`config.mk`:
```
export PLATFORM = sky130hd
export DESIGN_NAME = starfield_top
export DESIGN_NICKNAME = d
export VERILOG_FILES = /design/src/hw/starfield_pkg.sv /design/src/hw/display_timing.sv /design/src/hw/lfsr.sv /design/src/hw/star_field.sv /design/src/hw/starfield_top.sv /design/src/hw/vga_output.sv
export VERILOG_INCLUDE_DIRS = /design/src /design/src/hw
export SDC_FILE = /design/constraint.sdc
export NUM_CORES = 1
export LEC_CHECK = 0
export ABC_AREA = 1
export BUFFER_PORTS_ARGS = -buffer_cell sky130_fd_sc_hd__buf_2
export CAP_MARGIN = 0
export CORE_MARGIN = 2
export CORE_UTILIZATION = 40
export CTS_CLUSTER_SIZE = 12
export DETAILED_ROUTE_END_ITERATION = 7
export GPL_TIMING_DRIVEN = 0
export PLACE_DENSITY_LB_ADDON = 0.05
export SYNTH_ARGS = -nofsm -noshare
export SYNTH_HDL_FRONTEND = slang
export SYNTH_SLANG_ARGS = --single-unit
```
`constraint.sdc`:
```
create_clock -name clk_pix -period 4.7 [get_ports clk_pix]
set_input_delay 0.235 -clock clk_pix [delete_from_list [all_inputs] [get_ports clk_pix]]
set_output_delay 0.235 -clock clk_pix [all_outputs]
set_load 0.02 [all_outputs]
```
`src/hw/starfield_consts.svh`:
```
// starfield constants
// 640x480 video timing, star region size and LFSR setup

`ifndef STARFIELD_CONSTS_SVH
`define STARFIELD_CONSTS_SVH

// horizontal timing in pixels, 800 per line
`define H_RES   640
`define H_FP    16
`define H_SYNC  96     // hsync low for sx 656..751
`define H_BP    48

// vertical timing in lines, 525 per frame
`define V_RES   480
`define V_FP    10
`define V_SYNC  2      // vsync low for sy 490..491
`define V_BP    33

// star region at the top-left of the picture
`define SF_W    512
`define SF_H    256

// star generator LFSR
`define STAR_LFSR_LEN    17
`define STAR_LFSR_TAPS   17'b1_0010_0000_0000_0000   // bits 16 and 13
`define STAR_LFSR_SEED   17'd1                       // non-zero, no lock-up
`define STAR_THRESH_BITS 8                           // top bits all set gives a star

`endif

```
`src/hw/starfield_pkg.sv`:
```
// starfield types
// vector typedefs shared by the design and its testbench

`default_nettype none

`include "starfield_consts.svh"

package starfield_pkg;

    typedef logic [15:0] coord_t;                   // screen position, sx or sy
    typedef logic [3:0]  colour_t;                  // one VGA channel
    typedef logic [`STAR_LFSR_LEN-1:0] lfsr_t;      // star generator state

endpackage

`default_nettype wire

```
`src/hw/display_timing.sv`:
```
// display timing for 640x480 at 60 Hz
// pixel and line counters with registered sync and data enable

`timescale 1ns/1ps
`default_nettype none

`include "starfield_consts.svh"

module display_timing import starfield_pkg::*; (
    input  wire logic   clk_pix,
    input  wire logic   rst,
    output coord_t      sx,         // current pixel column
    output coord_t      sy,         // current line
    output logic        hsync,      // active low
    output logic        vsync,      // active low
    output logic        de          // visible area
);

    // line layout
    localparam coord_t H_ACT   = coord_t'(`H_RES);
    localparam coord_t HS_FROM = coord_t'(`H_RES + `H_FP);                // 656
    localparam coord_t HS_TO   = coord_t'(`H_RES + `H_FP + `H_SYNC - 1);  // 751
    localparam coord_t H_LAST  = coord_t'(`H_RES + `H_FP + `H_SYNC + `H_BP - 1);

    // frame layout
    localparam coord_t V_ACT   = coord_t'(`V_RES);
    localparam coord_t VS_FROM = coord_t'(`V_RES + `V_FP);                // 490
    localparam coord_t VS_TO   = coord_t'(`V_RES + `V_FP + `V_SYNC - 1);  // 491
    localparam coord_t V_LAST  = coord_t'(`V_RES + `V_FP + `V_SYNC + `V_BP - 1);

    logic   running;    // low for the first edge after reset, holds (0,0) once
    coord_t sx_next;
    coord_t sy_next;

    // next position
    always_comb begin
        sx_next = sx;
        sy_next = sy;
        if (!running) begin
            sx_next = '0;   // present pixel (0,0) right after release
            sy_next = '0;
        end else if (sx == H_LAST) begin
            sx_next = '0;
            sy_next = (sy == V_LAST) ? '0 : sy + 1'b1;  // wrap at end of frame
        end else begin
            sx_next = sx + 1'b1;
        end
    end

    // counters and decoded signals share one register stage
    always_ff @(posedge clk_pix) begin
        if (rst) begin
            running <= 1'b0;
            sx      <= '0;
            sy      <= '0;
            hsync   <= 1'b1;    // idle high
            vsync   <= 1'b1;
            de      <= 1'b0;
        end else begin
            running <= 1'b1;
            sx      <= sx_next;
            sy      <= sy_next;
            // decode from next state so they line up with sx and sy
            hsync   <= !((sx_next >= HS_FROM) && (sx_next <= HS_TO));
            vsync   <= !((sy_next >= VS_FROM) && (sy_next <= VS_TO));
            de      <= (sx_next < H_ACT) && (sy_next < V_ACT);
        end
    end

endmodule

`default_nettype wire

```
`src/hw/lfsr.sv`:
```
// Galois LFSR
// one step per enabled clock, loads the seed on reset

`timescale 1ns/1ps
`default_nettype none

module lfsr #(
    parameter int             LEN  = 8,                         // state width
    parameter logic [LEN-1:0] TAPS = 8'b1011_1000,              // feedback mask
    parameter logic [LEN-1:0] SEED = {{(LEN-1){1'b0}}, 1'b1}    // must not be zero
) (
    input  wire logic   clk_pix,
    input  wire logic   rst,
    input  wire logic   en,         // advance this cycle
    output logic [LEN-1:0] sreg     // current state
);

    logic [LEN-1:0] sreg_next;

    // shift right, fold taps in when bit 0 drops out as one
    always_comb begin
        sreg_next = {1'b0, sreg[LEN-1:1]};
        if (sreg[0]) begin
            sreg_next = sreg_next ^ TAPS;
        end
    end

    always_ff @(posedge clk_pix) begin
        if (rst) begin
            sreg <= SEED;
        end else if (en) begin
            sreg <= sreg_next;
        end
    end

endmodule

`default_nettype wire

```
`src/hw/star_field.sv`:
```
// star field generator
// LFSR stepped across the star region, thresholded into stars

`timescale 1ns/1ps
`default_nettype none

`include "starfield_consts.svh"

module star_field import starfield_pkg::*; (
    input  wire logic   clk_pix,
    input  wire logic   rst,
    input  wire coord_t sx,             // pixel position from timing
    input  wire coord_t sy,
    input  wire logic   de,             // visible area
    output logic        star,           // star at this pixel
    output colour_t     star_level      // its brightness
);

    localparam coord_t SF_X_END = coord_t'(`SF_W);
    localparam coord_t SF_Y_END = coord_t'(`SF_H);

    logic  sf_area;     // pixel inside the star region
    lfsr_t sf_reg;      // generator state for this pixel

    // region test, also the LFSR step enable
    always_comb begin
        sf_area = de && (sx < SF_X_END) && (sy < SF_Y_END);
    end

    // free running across frames, only rst brings it back to the seed
    lfsr #(
        .LEN  (`STAR_LFSR_LEN),
        .TAPS (`STAR_LFSR_TAPS),
        .SEED (`STAR_LFSR_SEED)
    ) u_lfsr (
        .clk_pix (clk_pix),
        .rst     (rst),
        .en      (sf_area),
        .sreg    (sf_reg)
    );

    // state seen here is from before this pixel's own step
    always_comb begin
        // density, about one star every 256 region pixels
        star       = sf_area && (&sf_reg[`STAR_LFSR_LEN-1 -: `STAR_THRESH_BITS]);
        star_level = sf_reg[$bits(colour_t)-1:0];   // low bits give grey level
    end

endmodule

`default_nettype wire

```
`src/hw/starfield_top.sv`:
```
// VGA starfield top level
// timing generator and star field feeding the output register stage

`timescale 1ns/1ps
`default_nettype none

module starfield_top import starfield_pkg::*; (
    input  wire logic   clk_pix,    // pixel clock, 25.175 MHz nominal
    input  wire logic   rst,
    output logic        vga_hsync,
    output logic        vga_vsync,
    output colour_t     vga_r,
    output colour_t     vga_g,
    output colour_t     vga_b
);

    coord_t  sx;
    coord_t  sy;
    logic    hsync;
    logic    vsync;
    logic    de;
    logic    star;
    colour_t star_level;

    display_timing u_timing (
        .clk_pix (clk_pix),
        .rst     (rst),
        .sx      (sx),
        .sy      (sy),
        .hsync   (hsync),
        .vsync   (vsync),
        .de      (de)
    );

    star_field u_star (
        .clk_pix    (clk_pix),
        .rst        (rst),
        .sx         (sx),
        .sy         (sy),
        .de         (de),
        .star       (star),
        .star_level (star_level)
    );

    // one cycle behind the timing outputs
    vga_output u_out (
        .clk_pix    (clk_pix),
        .rst        (rst),
        .hsync      (hsync),
        .vsync      (vsync),
        .de         (de),
        .star       (star),
        .star_level (star_level),
        .vga_hsync  (vga_hsync),
        .vga_vsync  (vga_vsync),
        .vga_r      (vga_r),
        .vga_g      (vga_g),
        .vga_b      (vga_b)
    );

endmodule

`default_nettype wire

```
`src/hw/vga_output.sv`:
```
// VGA output stage
// registers sync and grey star level onto the VGA pins

`timescale 1ns/1ps
`default_nettype none

module vga_output import starfield_pkg::*; (
    input  wire logic    clk_pix,
    input  wire logic    rst,
    input  wire logic    hsync,
    input  wire logic    vsync,
    input  wire logic    de,
    input  wire logic    star,
    input  wire colour_t star_level,
    output logic         vga_hsync,
    output logic         vga_vsync,
    output colour_t      vga_r,
    output colour_t      vga_g,
    output colour_t      vga_b
);

    colour_t grey;  // level shown at this pixel

    // black in blanking and between stars
    always_comb begin
        grey = (de && star) ? star_level : '0;
    end

    always_ff @(posedge clk_pix) begin
        if (rst) begin
            vga_hsync <= 1'b1;
            vga_vsync <= 1'b1;
            vga_r     <= '0;
            vga_g     <= '0;
            vga_b     <= '0;
        end else begin
            vga_hsync <= hsync;
            vga_vsync <= vsync;
            vga_r     <= grey;  // same level on all three, no colour
            vga_g     <= grey;
            vga_b     <= grey;
        end
    end

endmodule

`default_nettype wire

```
==> reports/results.md, run 1 <==
- all-layer global routing usage: 19.5%
- share of the yosys chip area belonging to registers: 37.7%
- Net count, final: 490
- Avg Synthesized Cell Area: 6.82 sq um
- total via count after detailed routing: 2,788
- core box area: 0.00765 sq mm
- hold buffers post-CTS: 0
- Synth Cell Area: 0.00313 sq mm
- final-report hold violation count: 0
- count of nets left with antenna violations after detail routing: 0
- Setup TNS Final: 0 ns
- Resized Gates After CTS: 0
- aggregate global routing overflow: 0
- status: completed
- critical path type: flop to flop
- total of warnings raised by yosys: 0
- largest driver fanout on the critical path: 10
- most common cell type on the critical path: sky130_fd_sc_hd__nand3_1
- leading cell type in the layout, fill and taps excluded: sky130_fd_sc_hd__nand2_1
- Max stage delay cell, worst path: sky130_fd_sc_hd__dfxtp_1
- endpoints failing setup: 0
- Post CTS Setup Buffer Count: 0
- die boundary width: 92.5 microns
- sort of element at the end of the critical path: flop
- GRT met3 Usage: 5.37%
- HPWL after detailed placement: 5.57 mm
- final critical-path share of the clock period: 44.2%
- number of I/O pins: 16
- shortest period the worst path allows: 2.08 ns
- # placed instances: 576
- number of instances on the worst hold path: 2
- number of enable-type register cells in the synthesized netlist: 0
- insertion delay of the later-clocked pin in the worst-skew pair: 0.34 ns
- final cell count without fillers: 592
- startpoint type of the worst setup path: flop
- largest net degree at the start of global routing: 12
- Pins Over Slew Limit: 0
- critical path data arrival time: 2.30 ns
- antenna fix cells: 0
- fraction of synthesis flops using an asynchronous set or reset pin: 0%
- wire length of the first global-routing pass: 13.1 mm
- maximum frequency from static timing analysis: 482 MHz
- busiest metal layer after global routing: met2
- total power per unit cell area: 303 mW/mm^2
- critical path cell sequence: ha_1 -> nand2_2 -> nor2_2 -> nand4_2 -> nor2_8 -> buf_8 -> o21ai_1 -> nor2_1 -> nand3_1 -> nor3_1 -> nand3_1
- largest clock skew in the final design: 0.0102 ns
- number of synthesized register bits: 59
- number of DRC markers in iteration 0: 157
- clock edge transition at the registers on the reported setup and hold paths: 0.07 ns
- number of nets produced by synthesis: 464
- area grow syn2layout: 13.7%
- layout cell share with drive strength beyond 1: 15.9%
- number of H-tree levels: 3
- highest ir drop seen on vdd: 166 uV
- top flip-flop cell by instance count after synthesis: sky130_fd_sc_hd__dfxtp_1
- total wire length: 7.26 mm
- Port Buf Inserts: 15
- number of buffers on the longest clock path: 2
- number of cell instances on the worst register-to-register path: 11
- met1 capacity usage during global routing: 25.6%
- slew at the pin closest to its max-slew limit: 0.569 ns
- floorplan die area: 0.00855 sq mm
- # clock sinks: 59
- number of maximum-capacitance violations: 0
- cell count after synthesis: 459
- GRT met2 Usage: 31.6%
- Wirelength per Cell: 12.3 microns
- drt pass-1 iters: 4
- number of antenna violations at the first check in global routing: 0
- Filler Cells Inserted: 802
- DR vias/cell: 4.71
- CTS buffer count: 9
- delay contributed by the slowest stage of the critical path: 0.35 ns
- critical path data required time: 4.92 ns
- number of global-route vias before repair: 2,757
- gp weighted congestion: 0.809
- Netlist cell types: 33
- initial core utilization: 41.0%
- DRC: 0
- Pleak: 1.51 nW
- relative slew slack: 62.1%
- unrepaired setup endpoints after global routing: no
- path type of the worst min-delay path: input port to flop
- number of standard-cell rows in the floorplan: 32
- clock tree from TritonCTS: yes
- worst slack on hold paths: 0.131 ns
- buffer type at the clock tree root: sky130_fd_sc_hd__clkbuf_8
- height of the die: 92.5 microns
- most used cells in the layout excluding fill and tap cells: sky130_fd_sc_hd__nand2_1 (98), sky130_fd_sc_hd__nor2_1 (74), sky130_fd_sc_hd__dfxtp_1 (59)
## power breakdown
part	total (mW)	internal (mW)	switching, mW
clock network	0.523	0.312	0.210
logic	0.0393	0.0108	0.0285
registers	0.518	0.511	0.00637
## worst max-delay path: cells and delay by family, from the launching register on
kind                     cells  cell delay [ns]
flip-flops                   1             0.35
AND/OR/NAND/NOR              8             1.18
adder cells (fa/ha/maj)      1             0.19
AO/OA/AOI/OAI                1             0.08
buffers and inverters        1             0.17
## cells by family after synthesis
kind of cell | Yosys count | share of synthesized area, %
buffers and inverters | 74 | 10.3
adders and majority gates | 3 | 1.20
xor gates and xnor gates | 10 | 2.80
DFF | 59 | 37.7
and+or+nand+nor | 266 | 40.0
AOI/OAI and AO/OA | 47 | 8.03
## cell type report
type,instances,area (sq um),area share [%]
well taps,102,128,3.58
plain buffers,17,106,2.99
repair buffers,15,75.1,2.11
inverters,57,216,6.08
multi-input cells,326,1630,45.7
clock buffers,10,138,3.87
flip-flops and latches,59,1180,33.2
clock inverters,6,88.8,2.49
## flip-flops by register name, summed over array words and instances, names as in the netlist
| register | cells |
|---|---|
| u_timing.vsync | 1 |
| u_out.vga_hsync | 1 |
| u_out.vga_g | 4 |
| u_timing.de | 1 |
| u_timing.sy | 16 |
| u_star.u_lfsr.sreg | 17 |
| u_timing.sx | 16 |
| u_timing.running | 1 |
| u_timing.hsync | 1 |
| u_out.vga_vsync | 1 |
## layer usage
| metal | part of all wire, % | vias to the layer above | wire [microns] |
|---|---|---|---|
| li1 | - | 1511 | - |
| met1 | 49 | 1242 | 3580 |
| met2 | 48 | 28 | 3450 |
| met3 | 2.4 | 7 | 176 |
| met4 | 0.72 | 0 | 52 |
| met5 | 0 | - | 0 |
## metrics by stage
| stage | cell area [sq um] | setup slack (ns) | utilization [%] | power [mW] |
|---|---|---|---|---|
| CTS | 3560 | 2.60 | 46.6 | 1.09 |
| floorplan | 3130 | 2.94 | - | 0.556 |
| global route | 3560 | 2.37 | 46.6 | 1.12 |
| detailed placement | 3330 | 2.61 | 43.6 | 0.569 |
| finish | 3560 | 2.62 | 46.6 | 1.08 |
| global placement | 3330 | 2.60 | 43.6 | 0.569 |
## synthesized netlist by cell type (2+ instances only)
master | n | area (sq um)
sky130_fd_sc_hd__xor2_1 | 8 | 70.1
sky130_fd_sc_hd__o21ai_0 | 18 | 90.1
sky130_fd_sc_hd__inv_1 | 52 | 195
sky130_fd_sc_hd__nor2_1 | 74 | 278
sky130_fd_sc_hd__nor3_1 | 9 | 45.0
sky130_fd_sc_hd__nor2_4 | 5 | 56.3
sky130_fd_sc_hd__a211oi_1 | 3 | 22.5
sky130_fd_sc_hd__nand2_1 | 98 | 368
sky130_fd_sc_hd__nand3_1 | 38 | 190
sky130_fd_sc_hd__a21oi_1 | 14 | 70.1
sky130_fd_sc_hd__nand2_2 | 7 | 43.8
sky130_fd_sc_hd__dfxtp_1 | 59 | 1180
sky130_fd_sc_hd__xnor2_1 | 2 | 17.5
sky130_fd_sc_hd__nand4_1 | 12 | 75.1
sky130_fd_sc_hd__nand2_4 | 4 | 45.0
sky130_fd_sc_hd__inv_2 | 4 | 15.0
sky130_fd_sc_hd__nor4_1 | 2 | 12.5
sky130_fd_sc_hd__nor2_2 | 11 | 68.8
sky130_fd_sc_hd__ha_1 | 3 | 37.5
sky130_fd_sc_hd__or2_2 | 2 | 12.5
sky130_fd_sc_hd__o211ai_1 | 2 | 15.0
sky130_fd_sc_hd__clkbuf_1 | 7 | 26.3
sky130_fd_sc_hd__o21ai_1 | 8 | 40.0
sky130_fd_sc_hd__buf_4 | 8 | 60.1
## worst paths after layout
kind                        startpoint                          to  slack [ns]
max reg2reg  u_timing.sx[0]$_SDFF_PP0_   u_timing.vsync$_SDFF_PP1_        2.62
max          u_timing.sx[0]$_SDFF_PP0_   u_timing.vsync$_SDFF_PP1_        2.62
min                                rst   u_timing.sy[1]$_SDFF_PP0_        0.13
min reg2reg  u_timing.vsync$_SDFF_PP1_  u_out.vga_vsync$_SDFF_PP1_        0.42
No activity file was read; power rests on OpenSTA's default activity.
==> run 2, diff against run 1 <==
==> constraint.sdc (replaced) <==
create_clock -name clk_pix -period 2 [get_ports clk_pix]
set_input_delay 0.1 -clock clk_pix [delete_from_list [all_inputs] [get_ports clk_pix]]
set_output_delay 0.1 -clock clk_pix [all_outputs]
set_load 0.02 [all_outputs]
==> reports/results.md, run 2 (synthesized netlist as in run 1, its figures left out) <==
- number of H-tree levels: 3
- most used cells in the layout excluding fill and tap cells: sky130_fd_sc_hd__nand2_1 (91), sky130_fd_sc_hd__nor2_1 (66), sky130_fd_sc_hd__inv_1 (52)
- startpoint type of the worst setup path: flop
- largest register by flop count: u_star.u_lfsr.sreg
- gp weighted congestion: 0.809
- Wirelength per Cell: 12.7 microns
- fin worst setup slack: 0.0500 ns
- CTS buffer count: 9
- initial core utilization: 41.0%
- largest driver fanout on the critical path: 7
- area grow syn2layout: 23.4%
- relative slew slack: 62.2%
- number of DRC markers in iteration 0: 151
- number of standard-cell rows in the floorplan: 32
- Pins Over Slew Limit: 0
- status: completed
- Register Area: 0.00120 sq mm
- slew at the pin closest to its max-slew limit: 0.567 ns
- layout cell share with drive strength beyond 1: 25.9%
- antenna fix cells: 0
- number of I/O pins: 16
- total via count after detailed routing: 2,875
- count of nets left with antenna violations after detail routing: 0
- Pleak: 1.60 nW
- largest clock skew in the final design: 0.00871 ns
- footprint of the multi-input gates: 0.00183 sq mm
- all-layer global routing usage: 19.6%
- clock edge transition at the registers on the reported setup and hold paths: 0.07 ns
- insertion delay of the later-clocked pin in the worst-skew pair: 0.35 ns
- DR vias/cell: 4.77
- core box area: 0.00765 sq mm
- wire length of the first global-routing pass: 13.2 mm
- path type of the worst min-delay path: flop to flop
- maximum frequency from static timing analysis: 513 MHz
- total power per unit cell area: 659 mW/mm^2
- height of the die: 92.5 microns
- Setup TNS Final: 0 ns
- endpoints failing setup: 0
- final-report hold violation count: 0
- floorplan die area: 0.00855 sq mm
- critical path type: flop to flop
- largest net degree at the start of global routing: 12
- number of buffers on the longest clock path: 2
- number of antenna violations at the first check in global routing: 0
- Tot Pwr: 2.55 mW
- pre-CTS WS: -0.0947 ns
- number of maximum-capacitance violations: 0
- die boundary width: 92.5 microns
- buffer type at the clock tree root: sky130_fd_sc_hd__clkbuf_8
- final critical-path share of the clock period: 97.5%
- critical path data required time: 2.20 ns
- DRC: 0
- unrepaired setup endpoints after global routing: yes
- Port Buf Inserts: 15
- highest ir drop seen on vdd: 405 uV
- # clock sinks: 59
- number of flip-flops under the largest register name: 17
- Filler Cells Inserted: 761
- aggregate global routing overflow: 0
- Net count, final: 501
- HPWL after detailed placement: 5.57 mm
- clock tree from TritonCTS: yes
- leading cell type in the layout, fill and taps excluded: sky130_fd_sc_hd__nand2_1
- Regs by FF count: u_star.u_lfsr.sreg: 17 flops, u_timing.sx: 16 flops, u_timing.sy: 16 flops
- total wire length: 7.63 mm
- shortest period the worst path allows: 1.95 ns
- sort of element at the end of the critical path: flop
- drt pass-1 iters: 4
- number of global-route vias before repair: 2,791
- critical path data arrival time: 2.15 ns
[run 2: cell types whose count changed in the layout (fill, tap and decap cells not counted), sizes merged]
cell         delta
dlygate4sd3     +1
buf            +10
[run 2: worst paths after layout]
check,cells after the start,startpoint,end,slack [ns]
hold reg to reg,1,u_timing.vsync$_SDFF_PP1_,u_out.vga_vsync$_SDFF_PP1_,0.42
setup reg to reg,14,u_timing.sx[0]$_SDFF_PP0_,u_timing.hsync$_SDFF_PP1_,0.05
setup / recovery,14,u_timing.sx[0]$_SDFF_PP0_,u_timing.hsync$_SDFF_PP1_,0.05
hold / removal,1,u_timing.vsync$_SDFF_PP1_,u_out.vga_vsync$_SDFF_PP1_,0.42
[run 2: critical path, cell delays in order, from the launching register on]
cell	delay, ns
sky130_fd_sc_hd__dfxtp_4	0.37
sky130_fd_sc_hd__ha_4	0.15
sky130_fd_sc_hd__nand2_4	0.07
sky130_fd_sc_hd__nor2_4	0.22
sky130_fd_sc_hd__inv_2	0.07
sky130_fd_sc_hd__nor2_4	0.08
sky130_fd_sc_hd__nand2_2	0.06
sky130_fd_sc_hd__nand2_4	0.10
sky130_fd_sc_hd__inv_4	0.07
sky130_fd_sc_hd__nand3_2	0.09
sky130_fd_sc_hd__nand2_2	0.07
sky130_fd_sc_hd__nor2_4	0.15
sky130_fd_sc_hd__inv_2	0.06
sky130_fd_sc_hd__nor2_4	0.11
sky130_fd_sc_hd__nand4_1	0.12
[run 2: power by group]
group	switching, mW	internal [mW]	total (mW)
Combinational	0.0694	0.0291	0.0985
Sequential	0.0163	1.20	1.22
Clock	0.497	0.734	1.23
Total	0.582	1.96	2.55
[run 2: per-stage QoR]
stage	instance area [sq um]	hold WS (ns)	util, %	std cells
after floorplan	3130	0.181	-	459
final	3860	0.416	50.5	603
after detailed placement	3330	0.348	43.6	576
after global placement	3330	0.350	43.6	576
after global routing	3860	0.441	50.5	603
after CTS	3620	0.418	47.3	596
[run 2: cell type report]
cell class                      instances  area share, %
Buffer                                 17           2.78
Clock buffer                           10           3.56
Clock inverter                          6           2.30
Inverter                               57           5.60
Multi-Input combinational cell        326           47.2
Sequential cell                        59           31.0
Tap cell                              102           3.30
Timing Repair Buffer                   26           4.24
[run 2: timing repair]
item	4_1_cts	5_1_grt
gates resized for setup	5	57
pin swaps	4	14
cloned	0	0
buffers inserted	3	7
endpoints found under the setup margin	3	22
endpoints found under the hold margin	1	0
hold buffers	1	0
[run 2: metal layers]
layer	vias up	wire (microns)	global-route usage, %
li1	1530	-	-
met1	1300	3630	25.4
met2	32	3600	32.1
met3	13	265	5.37
met4	0	133	5.47
met5	-	0	0
